$ cat src/design/hsst_rst_cfg.svh
// Timing and width macros for the transceiver reset controller
//   watchdog counter widths, reset hold lengths,
//   status debounce length and retry counter width

`ifndef HSST_RST_CFG_SVH
`define HSST_RST_CFG_SVH

//////////////////////////////////////////////////////////////////////
// Watchdog
//////////////////////////////////////////////////////////////////////

// First stage, MSB tick every 2**(W-1)+1 cycles, also the alarm length
`define HSST_WD_CNT1_W      5
// Second stage, MSB marks the timeout
`define HSST_WD_CNT2_W      5

//////////////////////////////////////////////////////////////////////
// Sequencer and synchronizers
//////////////////////////////////////////////////////////////////////

`define HSST_PLL_RST_CYC    8   // PLL reset hold, cycles
`define HSST_LANE_RST_CYC   6   // TX/RX lane reset hold, cycles

// Consecutive high samples before a status bit is trusted
`define HSST_DEB_CYC        4

`define HSST_RETRY_W        4   // Saturating retry counter

`endif

$ cat src/design/hsst_rst_pkg.sv
// Shared types of the transceiver reset controller
//   seq_state_t  bring-up sequencer states
//   wd_st_t      watchdog status code

package hsst_rst_pkg;

    // Bring-up sequence, one state per step
    typedef enum logic [2:0]
    {
        S_IDLE       = 3'd0,  // PLL held in reset, waiting for req
        S_PLL_RST    = 3'd1,  // PLL reset hold
        S_PLL_WAIT   = 3'd2,  // Waiting for PLL lock
        S_LANE_RST   = 3'd3,  // TX and RX reset hold
        S_CDR_WAIT   = 3'd4,  // TX released, RX held until CDR lock
        S_ALIGN_WAIT = 3'd5,  // Waiting for word alignment
        S_READY      = 3'd6   // Link up, ack given
    } seq_state_t;

    // Watchdog status as seen by the host
    typedef enum logic [1:0]
    {
        WD_WAIT  = 2'd0,  // Cleared or link ok
        WD_COUNT = 2'd1,  // Timeout running
        WD_ALARM = 2'd2   // Timeout hit, reset pulse active
    } wd_st_t;

endpackage

$ cat src/design/hsst_rst_sync.sv
// Status input conditioning for one asynchronous transceiver bit
//   two-flop synchronizer
//   rising-edge debounce over HSST_DEB_CYC samples
//   immediate release on a low sample

`include "hsst_rst_cfg.svh"

module hsst_rst_sync
(
    input  logic clk,
    input  logic rst_n,
    input  logic stat_in,   // Async from the PHY
    output logic stat_ok    // Synced and debounced
);

    localparam int DEB_W = $clog2(`HSST_DEB_CYC + 1);
    localparam logic [DEB_W-1:0] DEB_MAX = DEB_W'(`HSST_DEB_CYC);

    logic             meta_q;   // First flop, may go metastable
    logic             sync_q;   // Second flop, safe to use
    logic [DEB_W-1:0] deb_cnt;  // Run length of high samples

    //////////////////////////////////////////////////////////////////////
    // Synchronizer
    //////////////////////////////////////////////////////////////////////

    always_ff @(posedge clk or negedge rst_n)
    begin
        if (!rst_n)
        begin
            meta_q <= 1'b0;
            sync_q <= 1'b0;
        end
        else
        begin
            meta_q <= stat_in;
            sync_q <= meta_q;
        end
    end

    //////////////////////////////////////////////////////////////////////
    // Debounce
    //////////////////////////////////////////////////////////////////////

    always_ff @(posedge clk or negedge rst_n)
    begin
        if (!rst_n)
            deb_cnt <= '0;
        else if (!sync_q)
            deb_cnt <= '0;                 // Any low sample restarts the run
        else if (deb_cnt != DEB_MAX)
            deb_cnt <= deb_cnt + 1'b1;     // Saturates at DEB_MAX
    end

    // Falls with the synced bit, no debounce on the way down
    assign stat_ok = sync_q && (deb_cnt == DEB_MAX);

endmodule

$ cat src/design/hsst_rst_wtchdg.sv
// Bring-up watchdog
//   first-stage tick counter
//   second-stage timeout counter stepping on each tick
//   registered reset pulse and status from the timeout MSB
//   self-clear of the second stage after one tick of alarm

`include "hsst_rst_cfg.svh"

module hsst_rst_wtchdg
    import hsst_rst_pkg::*;
#(
    parameter int CNT1_W = `HSST_WD_CNT1_W,  // Tick = 2**(CNT1_W-1)+1 cycles
    parameter int CNT2_W = `HSST_WD_CNT2_W   // Timeout = 2**(CNT2_W-1) ticks
)
(
    input  logic   clk,
    input  logic   rst_n,
    input  logic   wd_clr,    // Sequencer idle
    input  logic   wd_ok,     // Link up
    output logic   wd_rst_n,  // Low for one tick on timeout
    output wd_st_t wd_st
);

    logic [CNT1_W-1:0] cnt1;
    logic [CNT2_W-1:0] cnt2;
    logic              wd_hold;   // Stop and clear both stages
    logic              tick;      // First stage wrap
    logic              alarm;     // Timeout reached
    logic              alarm_end; // Alarm has lasted one tick

    assign wd_hold   = wd_clr | wd_ok;
    assign tick      = cnt1[CNT1_W-1];
    assign alarm     = cnt2[CNT2_W-1];
    assign alarm_end = alarm & cnt2[0];   // MSB and LSB both set

    always_ff @(posedge clk or negedge rst_n)
    begin
        if (!rst_n)
            cnt1 <= '0;
        else if (wd_hold || tick)
            cnt1 <= '0;                   // Wrap right after MSB
        else
            cnt1 <= cnt1 + 1'b1;
    end

    always_ff @(posedge clk or negedge rst_n)
    begin
        if (!rst_n)
            cnt2 <= '0;
        else if (wd_hold || alarm_end)
            cnt2 <= '0;                   // Restart after the pulse
        else if (tick)
            cnt2 <= cnt2 + 1'b1;
    end

    // Reset pulse follows the MSB one cycle later
    always_ff @(posedge clk or negedge rst_n)
    begin
        if (!rst_n)
            wd_rst_n <= 1'b1;
        else
            wd_rst_n <= ~alarm;
    end

    always_ff @(posedge clk or negedge rst_n)
    begin
        if (!rst_n)
            wd_st <= WD_WAIT;
        else if (wd_hold)
            wd_st <= WD_WAIT;
        else if (alarm)
            wd_st <= WD_ALARM;
        else
            wd_st <= WD_COUNT;
    end

endmodule

$ cat src/design/hsst_rst_seq.sv
// Lane bring-up sequencer
//   FSM from PLL reset to link ready
//   shared hold counter for the two reset states
//   registered PHY resets and req/ack acknowledge
//   watchdog pulse detect and saturating retry counter

`include "hsst_rst_cfg.svh"

module hsst_rst_seq
    import hsst_rst_pkg::*;
(
    input  logic                     clk,
    input  logic                     rst_n,
    input  logic                     link_req,   // Host request, four-phase
    input  logic                     pll_ok,
    input  logic                     cdr_ok,
    input  logic                     align_ok,
    input  logic                     wd_rst_n,   // Watchdog restart pulse
    output logic                     pll_rst,
    output logic                     tx_rst,
    output logic                     rx_rst,
    output logic                     link_ack,
    output logic                     link_up,    // To watchdog wd_ok
    output logic                     wd_clr,     // To watchdog wd_clr
    output logic [`HSST_RETRY_W-1:0] retry_cnt
);

    localparam int HOLD_MAX = (`HSST_PLL_RST_CYC > `HSST_LANE_RST_CYC) ?
                              `HSST_PLL_RST_CYC : `HSST_LANE_RST_CYC;
    localparam int HOLD_W   = $clog2(HOLD_MAX + 1);

    // Last count of each hold, state leaves on this value
    localparam logic [HOLD_W-1:0] PLL_HOLD_LAST  = HOLD_W'(`HSST_PLL_RST_CYC - 1);
    localparam logic [HOLD_W-1:0] LANE_HOLD_LAST = HOLD_W'(`HSST_LANE_RST_CYC - 1);

    seq_state_t        state;
    seq_state_t        state_nxt;
    logic [HOLD_W-1:0] hold_cnt;
    logic              hold_clr;
    logic              wd_rst_q;     // Previous wd_rst_n
    logic              wd_fall;      // New watchdog pulse

    //////////////////////////////////////////////////////////////////////
    // Next state
    //////////////////////////////////////////////////////////////////////

    always_comb
    begin
        state_nxt = state;
        if (!link_req)
            state_nxt = S_IDLE;                  // Req low always wins
        else if (!wd_rst_n && state != S_IDLE)
            state_nxt = S_PLL_RST;               // Watchdog restart
        else
        begin
            unique case (state)
                S_IDLE:       state_nxt = S_PLL_RST;
                S_PLL_RST:
                    if (hold_cnt == PLL_HOLD_LAST)
                        state_nxt = S_PLL_WAIT;
                S_PLL_WAIT:
                    if (pll_ok)
                        state_nxt = S_LANE_RST;
                S_LANE_RST:
                    if (hold_cnt == LANE_HOLD_LAST)
                        state_nxt = S_CDR_WAIT;
                S_CDR_WAIT:
                    if (cdr_ok)
                        state_nxt = S_ALIGN_WAIT;
                S_ALIGN_WAIT:
                    if (align_ok)
                        state_nxt = S_READY;
                S_READY:
                begin
                    if (!pll_ok)
                        state_nxt = S_PLL_RST;   // Whole chain again
                    else if (!cdr_ok || !align_ok)
                        state_nxt = S_LANE_RST;  // PLL still fine
                end
                default:      state_nxt = S_IDLE;
            endcase
        end
    end

    always_ff @(posedge clk or negedge rst_n)
    begin
        if (!rst_n)
            state <= S_IDLE;
        else
            state <= state_nxt;
    end

    //////////////////////////////////////////////////////////////////////
    // Hold counter
    //////////////////////////////////////////////////////////////////////

    // Restart on every state change and for as long as the pulse lasts
    assign hold_clr = (state_nxt != state) || !wd_rst_n;

    always_ff @(posedge clk or negedge rst_n)
    begin
        if (!rst_n)
            hold_cnt <= '0;
        else if (hold_clr)
            hold_cnt <= '0;
        else if (state == S_PLL_RST || state == S_LANE_RST)
            hold_cnt <= hold_cnt + 1'b1;
    end

    //////////////////////////////////////////////////////////////////////
    // Outputs
    //////////////////////////////////////////////////////////////////////

    // Decoded from next state so the PHY resets come straight from flops
    always_ff @(posedge clk or negedge rst_n)
    begin
        if (!rst_n)
        begin
            pll_rst  <= 1'b1;        // PLL in reset while idle
            tx_rst   <= 1'b1;
            rx_rst   <= 1'b1;
            link_ack <= 1'b0;
        end
        else
        begin
            pll_rst  <= (state_nxt == S_IDLE) || (state_nxt == S_PLL_RST);
            tx_rst   <= (state_nxt <= S_LANE_RST);   // Relies on encoding order
            rx_rst   <= (state_nxt <= S_CDR_WAIT);   // RX waits for CDR lock
            // One cycle after S_READY is entered, drops as it is left
            link_ack <= (state == S_READY) && (state_nxt == S_READY);
        end
    end

    assign link_up = (state == S_READY);
    assign wd_clr  = (state == S_IDLE);

    //////////////////////////////////////////////////////////////////////
    // Retry count
    //////////////////////////////////////////////////////////////////////

    assign wd_fall = wd_rst_q && !wd_rst_n;

    always_ff @(posedge clk or negedge rst_n)
    begin
        if (!rst_n)
        begin
            wd_rst_q  <= 1'b1;
            retry_cnt <= '0;
        end
        else
        begin
            wd_rst_q <= wd_rst_n;
            if (wd_fall && state != S_IDLE && retry_cnt != '1)
                retry_cnt <= retry_cnt + 1'b1;       // Saturating
        end
    end

endmodule

$ cat src/design/hsst_rst_top.sv
// Reset controller top for one QSGMII transceiver lane
//   status synchronizers for PLL lock, CDR lock and word align
//   bring-up sequencer
//   bring-up watchdog

`include "hsst_rst_cfg.svh"

module hsst_rst_top
    import hsst_rst_pkg::*;
(
    input  logic                     clk,
    input  logic                     rst_n,
    input  logic                     link_req,
    input  logic                     pll_lock,    // Async
    input  logic                     cdr_lock,    // Async
    input  logic                     word_align,  // Async
    output logic                     pll_rst,
    output logic                     tx_rst,
    output logic                     rx_rst,
    output logic                     link_ack,
    output wd_st_t                   wd_st,
    output logic [`HSST_RETRY_W-1:0] retry_cnt
);

    logic pll_ok;
    logic cdr_ok;
    logic align_ok;
    logic link_up;
    logic wd_clr;
    logic wd_rst_n;

    //////////////////////////////////////////////////////////////////////
    // Status conditioning
    //////////////////////////////////////////////////////////////////////

    hsst_rst_sync u_sync_pll
    (
        .clk     (clk),
        .rst_n   (rst_n),
        .stat_in (pll_lock),
        .stat_ok (pll_ok)
    );

    hsst_rst_sync u_sync_cdr
    (
        .clk     (clk),
        .rst_n   (rst_n),
        .stat_in (cdr_lock),
        .stat_ok (cdr_ok)
    );

    hsst_rst_sync u_sync_align
    (
        .clk     (clk),
        .rst_n   (rst_n),
        .stat_in (word_align),
        .stat_ok (align_ok)
    );

    //////////////////////////////////////////////////////////////////////
    // Sequencer and watchdog
    //////////////////////////////////////////////////////////////////////

    hsst_rst_seq u_seq
    (
        .clk       (clk),
        .rst_n     (rst_n),
        .link_req  (link_req),
        .pll_ok    (pll_ok),
        .cdr_ok    (cdr_ok),
        .align_ok  (align_ok),
        .wd_rst_n  (wd_rst_n),
        .pll_rst   (pll_rst),
        .tx_rst    (tx_rst),
        .rx_rst    (rx_rst),
        .link_ack  (link_ack),
        .link_up   (link_up),
        .wd_clr    (wd_clr),
        .retry_cnt (retry_cnt)
    );

    hsst_rst_wtchdg u_wd
    (
        .clk      (clk),
        .rst_n    (rst_n),
        .wd_clr   (wd_clr),
        .wd_ok    (link_up),     // Ready link stops the timeout
        .wd_rst_n (wd_rst_n),
        .wd_st    (wd_st)
    );

endmodule

$ cat config.mk
export PLATFORM = sky130hd
export DESIGN_NAME = hsst_rst_top
export DESIGN_NICKNAME = d
export VERILOG_FILES = /design/src/design/hsst_rst_pkg.sv /design/src/design/hsst_rst_sync.sv /design/src/design/hsst_rst_wtchdg.sv /design/src/design/hsst_rst_seq.sv /design/src/design/hsst_rst_top.sv
export VERILOG_INCLUDE_DIRS = /design/src /design/src/design
export SDC_FILE = /design/constraint.sdc
export NUM_CORES = 1
export LEC_CHECK = 0
export ABC_CLOCK_PERIOD_IN_PS = 3400
export BUFFER_PORTS_ARGS = -buffer_cell sky130_fd_sc_hd__clkbuf_2
export CAP_MARGIN = 30
export CORE_AREA = 2 2 98 109
export CTS_CLUSTER_SIZE = 25
export DETAILED_ROUTE_END_ITERATION = 6
export DIE_AREA = 0 0 100 111
export GPL_TIMING_DRIVEN = 1
export SYNTH_ARGS = -nofsm -noshare
export SYNTH_HDL_FRONTEND = slang
export SYNTH_SLANG_ARGS = --single-unit
$ cat constraint.sdc
create_clock -name clk -period 3.4 [get_ports clk]
set_clock_uncertainty 0.1 [all_clocks]
set_input_delay 0.17 -clock clk [delete_from_list [all_inputs] [get_ports clk]]
set_output_delay 0.17 -clock clk [all_outputs]
set_load 0.05 [all_outputs]
==> results list <==
- Final WS setup: 0.9503 ns
- The slowest stage of the critical path belongs to the cell dfrtp_1.
- For the worst-skew pair, the clock arrives at the later sink with an insertion delay of 0.28 ns.
- Buffer type at the clock tree root: clkbuf_16
- The count of cells in the finished layout, fillers not included, comes to 363.
* Count of final hold-check violations: 0
- For this design the top-level I/O count stands at 16.
* Global-route wire length before repair: about 7000 um
* Fin nets: 257
* RSZ-0062 raised after global routing: false
- STA classifies the critical path startpoint as a flip-flop.
* Routability-driven placement congestion ratio: between 0.8 and 0.9
* Detailed placer's ending HPWL: 2982 um
* Share of post-route cells with drive strength above 1: 16.25%
* Post-synthesis xor/xnor area fraction: 5.426%
- Using the TritonRoute via totals, the vias-per-cell ratio works out to 4.333.
- Pwr per Cell Area: 477.5 mW/mm^2
- Largest cells by area after synthesis: dfrtp_1 43%, ha_1 6.1%, dfstp_2 5.8%
- At the pin with the least slew margin, the transition time is 0.6282 ns.
* Final wirelength: approximately 4000 um
* Area occupied by multi-input gates: 0.001044 mm^2
- The floorplan step defined a die boundary enclosing 0.01110 mm^2.
- Gr usage total: under 10%
- Worst Setup SP: u_seq.state[2]
* Maximum count of clock buffers along a single path: 2
- Most instantiated flip-flop cell in the synthesis netlist: dfrtp_1
- Fraction of the cycle the final worst path needs: 72.05%
- Maximum level of the CTS H-tree: 2
- The synthesized netlist devotes 12.85% of its cell area to compound gates.
- Routed Antenna Nets: 0
- Of the post-synthesis cell area, the part taken by muxes is 1.384%.
- Port buffering added 15 buffers.
- Before CTS, the worst setup slack after placement is 0.9809 ns.
- Counting every instance in the synthesized netlist gives 220.
- Ordered cell list for the critical path: inv_1 -> and4_4 -> o211ai_2 -> a21oi_1 -> or4b_4 -> a31oi_1
- Clock period minus final worst setup slack: 2.450 ns
* CP bufs+invs: 1
- Of the post-synthesis cell area, the dominant cell type holds between 40% and 50%.
- Starting density of the core: 22.26%
- For this run the aggregate overflow at the end of global routing stands at 0.
* Clock-pin slew on the worst setup and hold paths: 0.06 ns
* Die width: 100 um
* Total Power Consumption: around 0.0013 W
- Post-CTS setup repair buffer count: 0
- The detailed router finished its first iteration with 66 violations.
- After synthesis, the largest family of logic cells by area is simple AND/OR/NAND/NOR gates.
- For this run, the number of Yosys warnings is 0.
- Gates resized during post-CTS repair numbered 0.
- Drt first pass iters: 4
- STA puts the critical path data required time at roughly 3.5 ns.
- The min-delay analysis places its worst path in the category in -> reg.
- In this design, the largest share of critical-path delay is due to simple AND/OR/NAND/NOR gates.
- The number of hold buffers added after CTS was 4.
* Final-layout setup total negative slack: 0 ns
* Max_slew headroom: 58.12%
- Number of vias after detailed routing: 1573
- The critical path is of the reg -> reg type.
- Leakage: around 1.3 nW
- Upper clock frequency limit: 408.2 MHz
* Hold slack: 0.1327 ns
- Worst setup EP type: flip-flop
* TritonCTS Buffers: 5
* DR WL/cell: 10.96 um
- The final number of max-transition violations is 0.
- Yosys mapped the design onto 50 distinct sky130hd cell types.
- The synthesized design contains 0 enable-type register cells.
* Number of violations of the max-capacitance limit: 0
* Simple-gate area share of the yosys netlist: 20.43%
- Entering global routing, the biggest net connects 26 pins.
* Delay of the slowest cell on the worst path: 0.73 ns
- Post-synthesis instance area: 0.002260 mm^2
- Arrival @ worst endpoint: 2.54 ns
- Register area share after synthesis: 49.00%
- Flip-flop and latch area: 0.001107 mm^2
- Fill cells in the final layout number ~1100.
- Syn_nets: 237
* Worst hold start: link_req
- The die is 111 um tall.
* Synthesized area divided by synthesized cell count: 10.27 um^2
- Relative to the synthesized area, the layout overhead comes to 18.44%.
- Critical-path maximum fanout: 19
- Setup violations remaining at the end of the flow were counted as 0.
* Clock tree sinks: 44
- Diode insertion count for antenna repair: 0
- In this run the standard cell core region covers 0.01015 mm^2.
- TritonCTS built the clock tree.
- Vias in the first global route: approximately 1500
- After Yosys synthesis, full adders, half adders and majority gates account for 6.091% of the synthesized area.
- Initial antenna violation count: 0
* Critical register-to-register path startpoint: u_seq.state[2]
- DRC violations left: 0
- Of all flip-flops after synthesis, the portion carrying an async set or reset was 100.0%.
- Result of the run: completed
- VDD sags by at most 332.1 uV.
* Placed cell count: 352
- Synthesis-stage register bit count: between 40 and 50
- The floorplan has 39 rows.
- Largest area contributor in the synthesized netlist: dfrtp_1
-- stage by stage --
stage | cell area, um^2 | utilization, %
2_1_floorplan | 2260 | -
3_3_place_gp | 2451 | 24.15
3_5_place_dp | 2451 | 24.15
4_1_cts | 2676 | 26.37
5_1_grt | 2676 | 26.37
6_report | 2676 | 26.37
-- placed cells by master (no fill, tap or decap), drive strengths merged, types with 3 or more instances in the layout --
cell type / netlist / routed
a31oi: 7 / 7
a21boi: 3 / 3
and3: 4 / 4
nor2b: 3 / 3
nor2: 24 / 24
or2: 3 / 3
nor3: 3 / 3
nand2: 17 / 17
nand3: 13 / 13
xor2: 6 / 6
nand4: 5 / 5
nand3b: 3 / 3
and2: 3 / 3
dlygate4sd3: 0 / 4
o21ai: 7 / 7
o22ai: 3 / 3
dfstp: 5 / 5
inv: 17 / 17
a21oi: 6 / 6
clkbuf: 1 / 20
xnor2: 8 / 8
ha: 11 / 11
dfrtp: 39 / 39
-- synthesized netlist by cell type, drive strengths merged, types with 3 or more instances --
cell / count
a21oi: 6
xnor2: 8
nor2: 24
and3: 4
inv: 17
nand4: 5
nand3: 13
nand2: 17
dfrtp: 39
nand3b: 3
buf: 6
a31oi: 7
dfstp: 5
o22ai: 3
or2: 3
ha: 11
nor3: 3
nor2b: 3
xor2: 6
a21boi: 3
o21ai: 7
and2: 3
-- report_power, final --
part	total (W)	leakage [nW]	switching, W	internal, W
clock	0.000601	0.0899	0.000184	0.000416
sequential	0.000571	0.570	0.0000232	0.000547
combinational	0.000107	0.624	0.0000623	0.0000442
-- worst paths after layout --
kind | end | slack (ns) | cells after the start
setup / recovery | u_seq.hold_cnt[0] | 0.95 | 6
hold / removal | u_seq.tx_rst | 0.13 | 2
setup reg to reg | u_seq.hold_cnt[0] | 0.95 | 6
hold reg to reg | u_sync_cdr.sync_q | 0.25 | 0
max in group asynchronous | u_seq.rx_rst | 2.11 | 3
min in group asynchronous | u_wd.cnt1[1] | 0.33 | 2
-- layout make-up --
class                   count  share of cell area, %
multi-input cells         152                  38.99
flip-flops and latches     44                  41.37
well taps                 123                  5.750
clock inverters             2                  2.244
repair buffers             20                  4.582
inverters                  17                  2.384
clock buffers               5                  4.675
-- cells by family after synthesis --
kind of cell / after synthesis
AOI/OAI and AO/OA: 39
xor gates and xnor gates: 14
adders and majority gates: 11
buffers and inverters: 24
DFF: 44
muxes: 3
and+or+nand+nor: 85
-- flip-flops by register name, summed over array words and instances, names as in the netlist, 2 cells and up --
name and count:
u_seq.hold_cnt 4, u_seq.retry_cnt 4, u_seq.state 3, u_sync_align.deb_cnt 3, u_sync_cdr.deb_cnt 3, u_sync_pll.deb_cnt 3
u_wd.cnt1 5, u_wd.cnt2 5, u_wd.wd_st 2
-- layer usage --
| metal | vias up | routed length (um) | part of all wire [%] | global-route usage [%] |
|---|---|---|---|---|
| met2 | 18 | 1984 | 50 | 13.20 |
| met1 | 757 | 1819 | 46 | 9.670 |
| li1 | 793 | - | - | - |
| met3 | 5 | 117 | 2.9 | 1.828 |
| met4 | 0 | 56 | 1.4 | 2.466 |
| met5 | - | 0 | 0 | 0 |
Power figures use the tool's default switching activity.
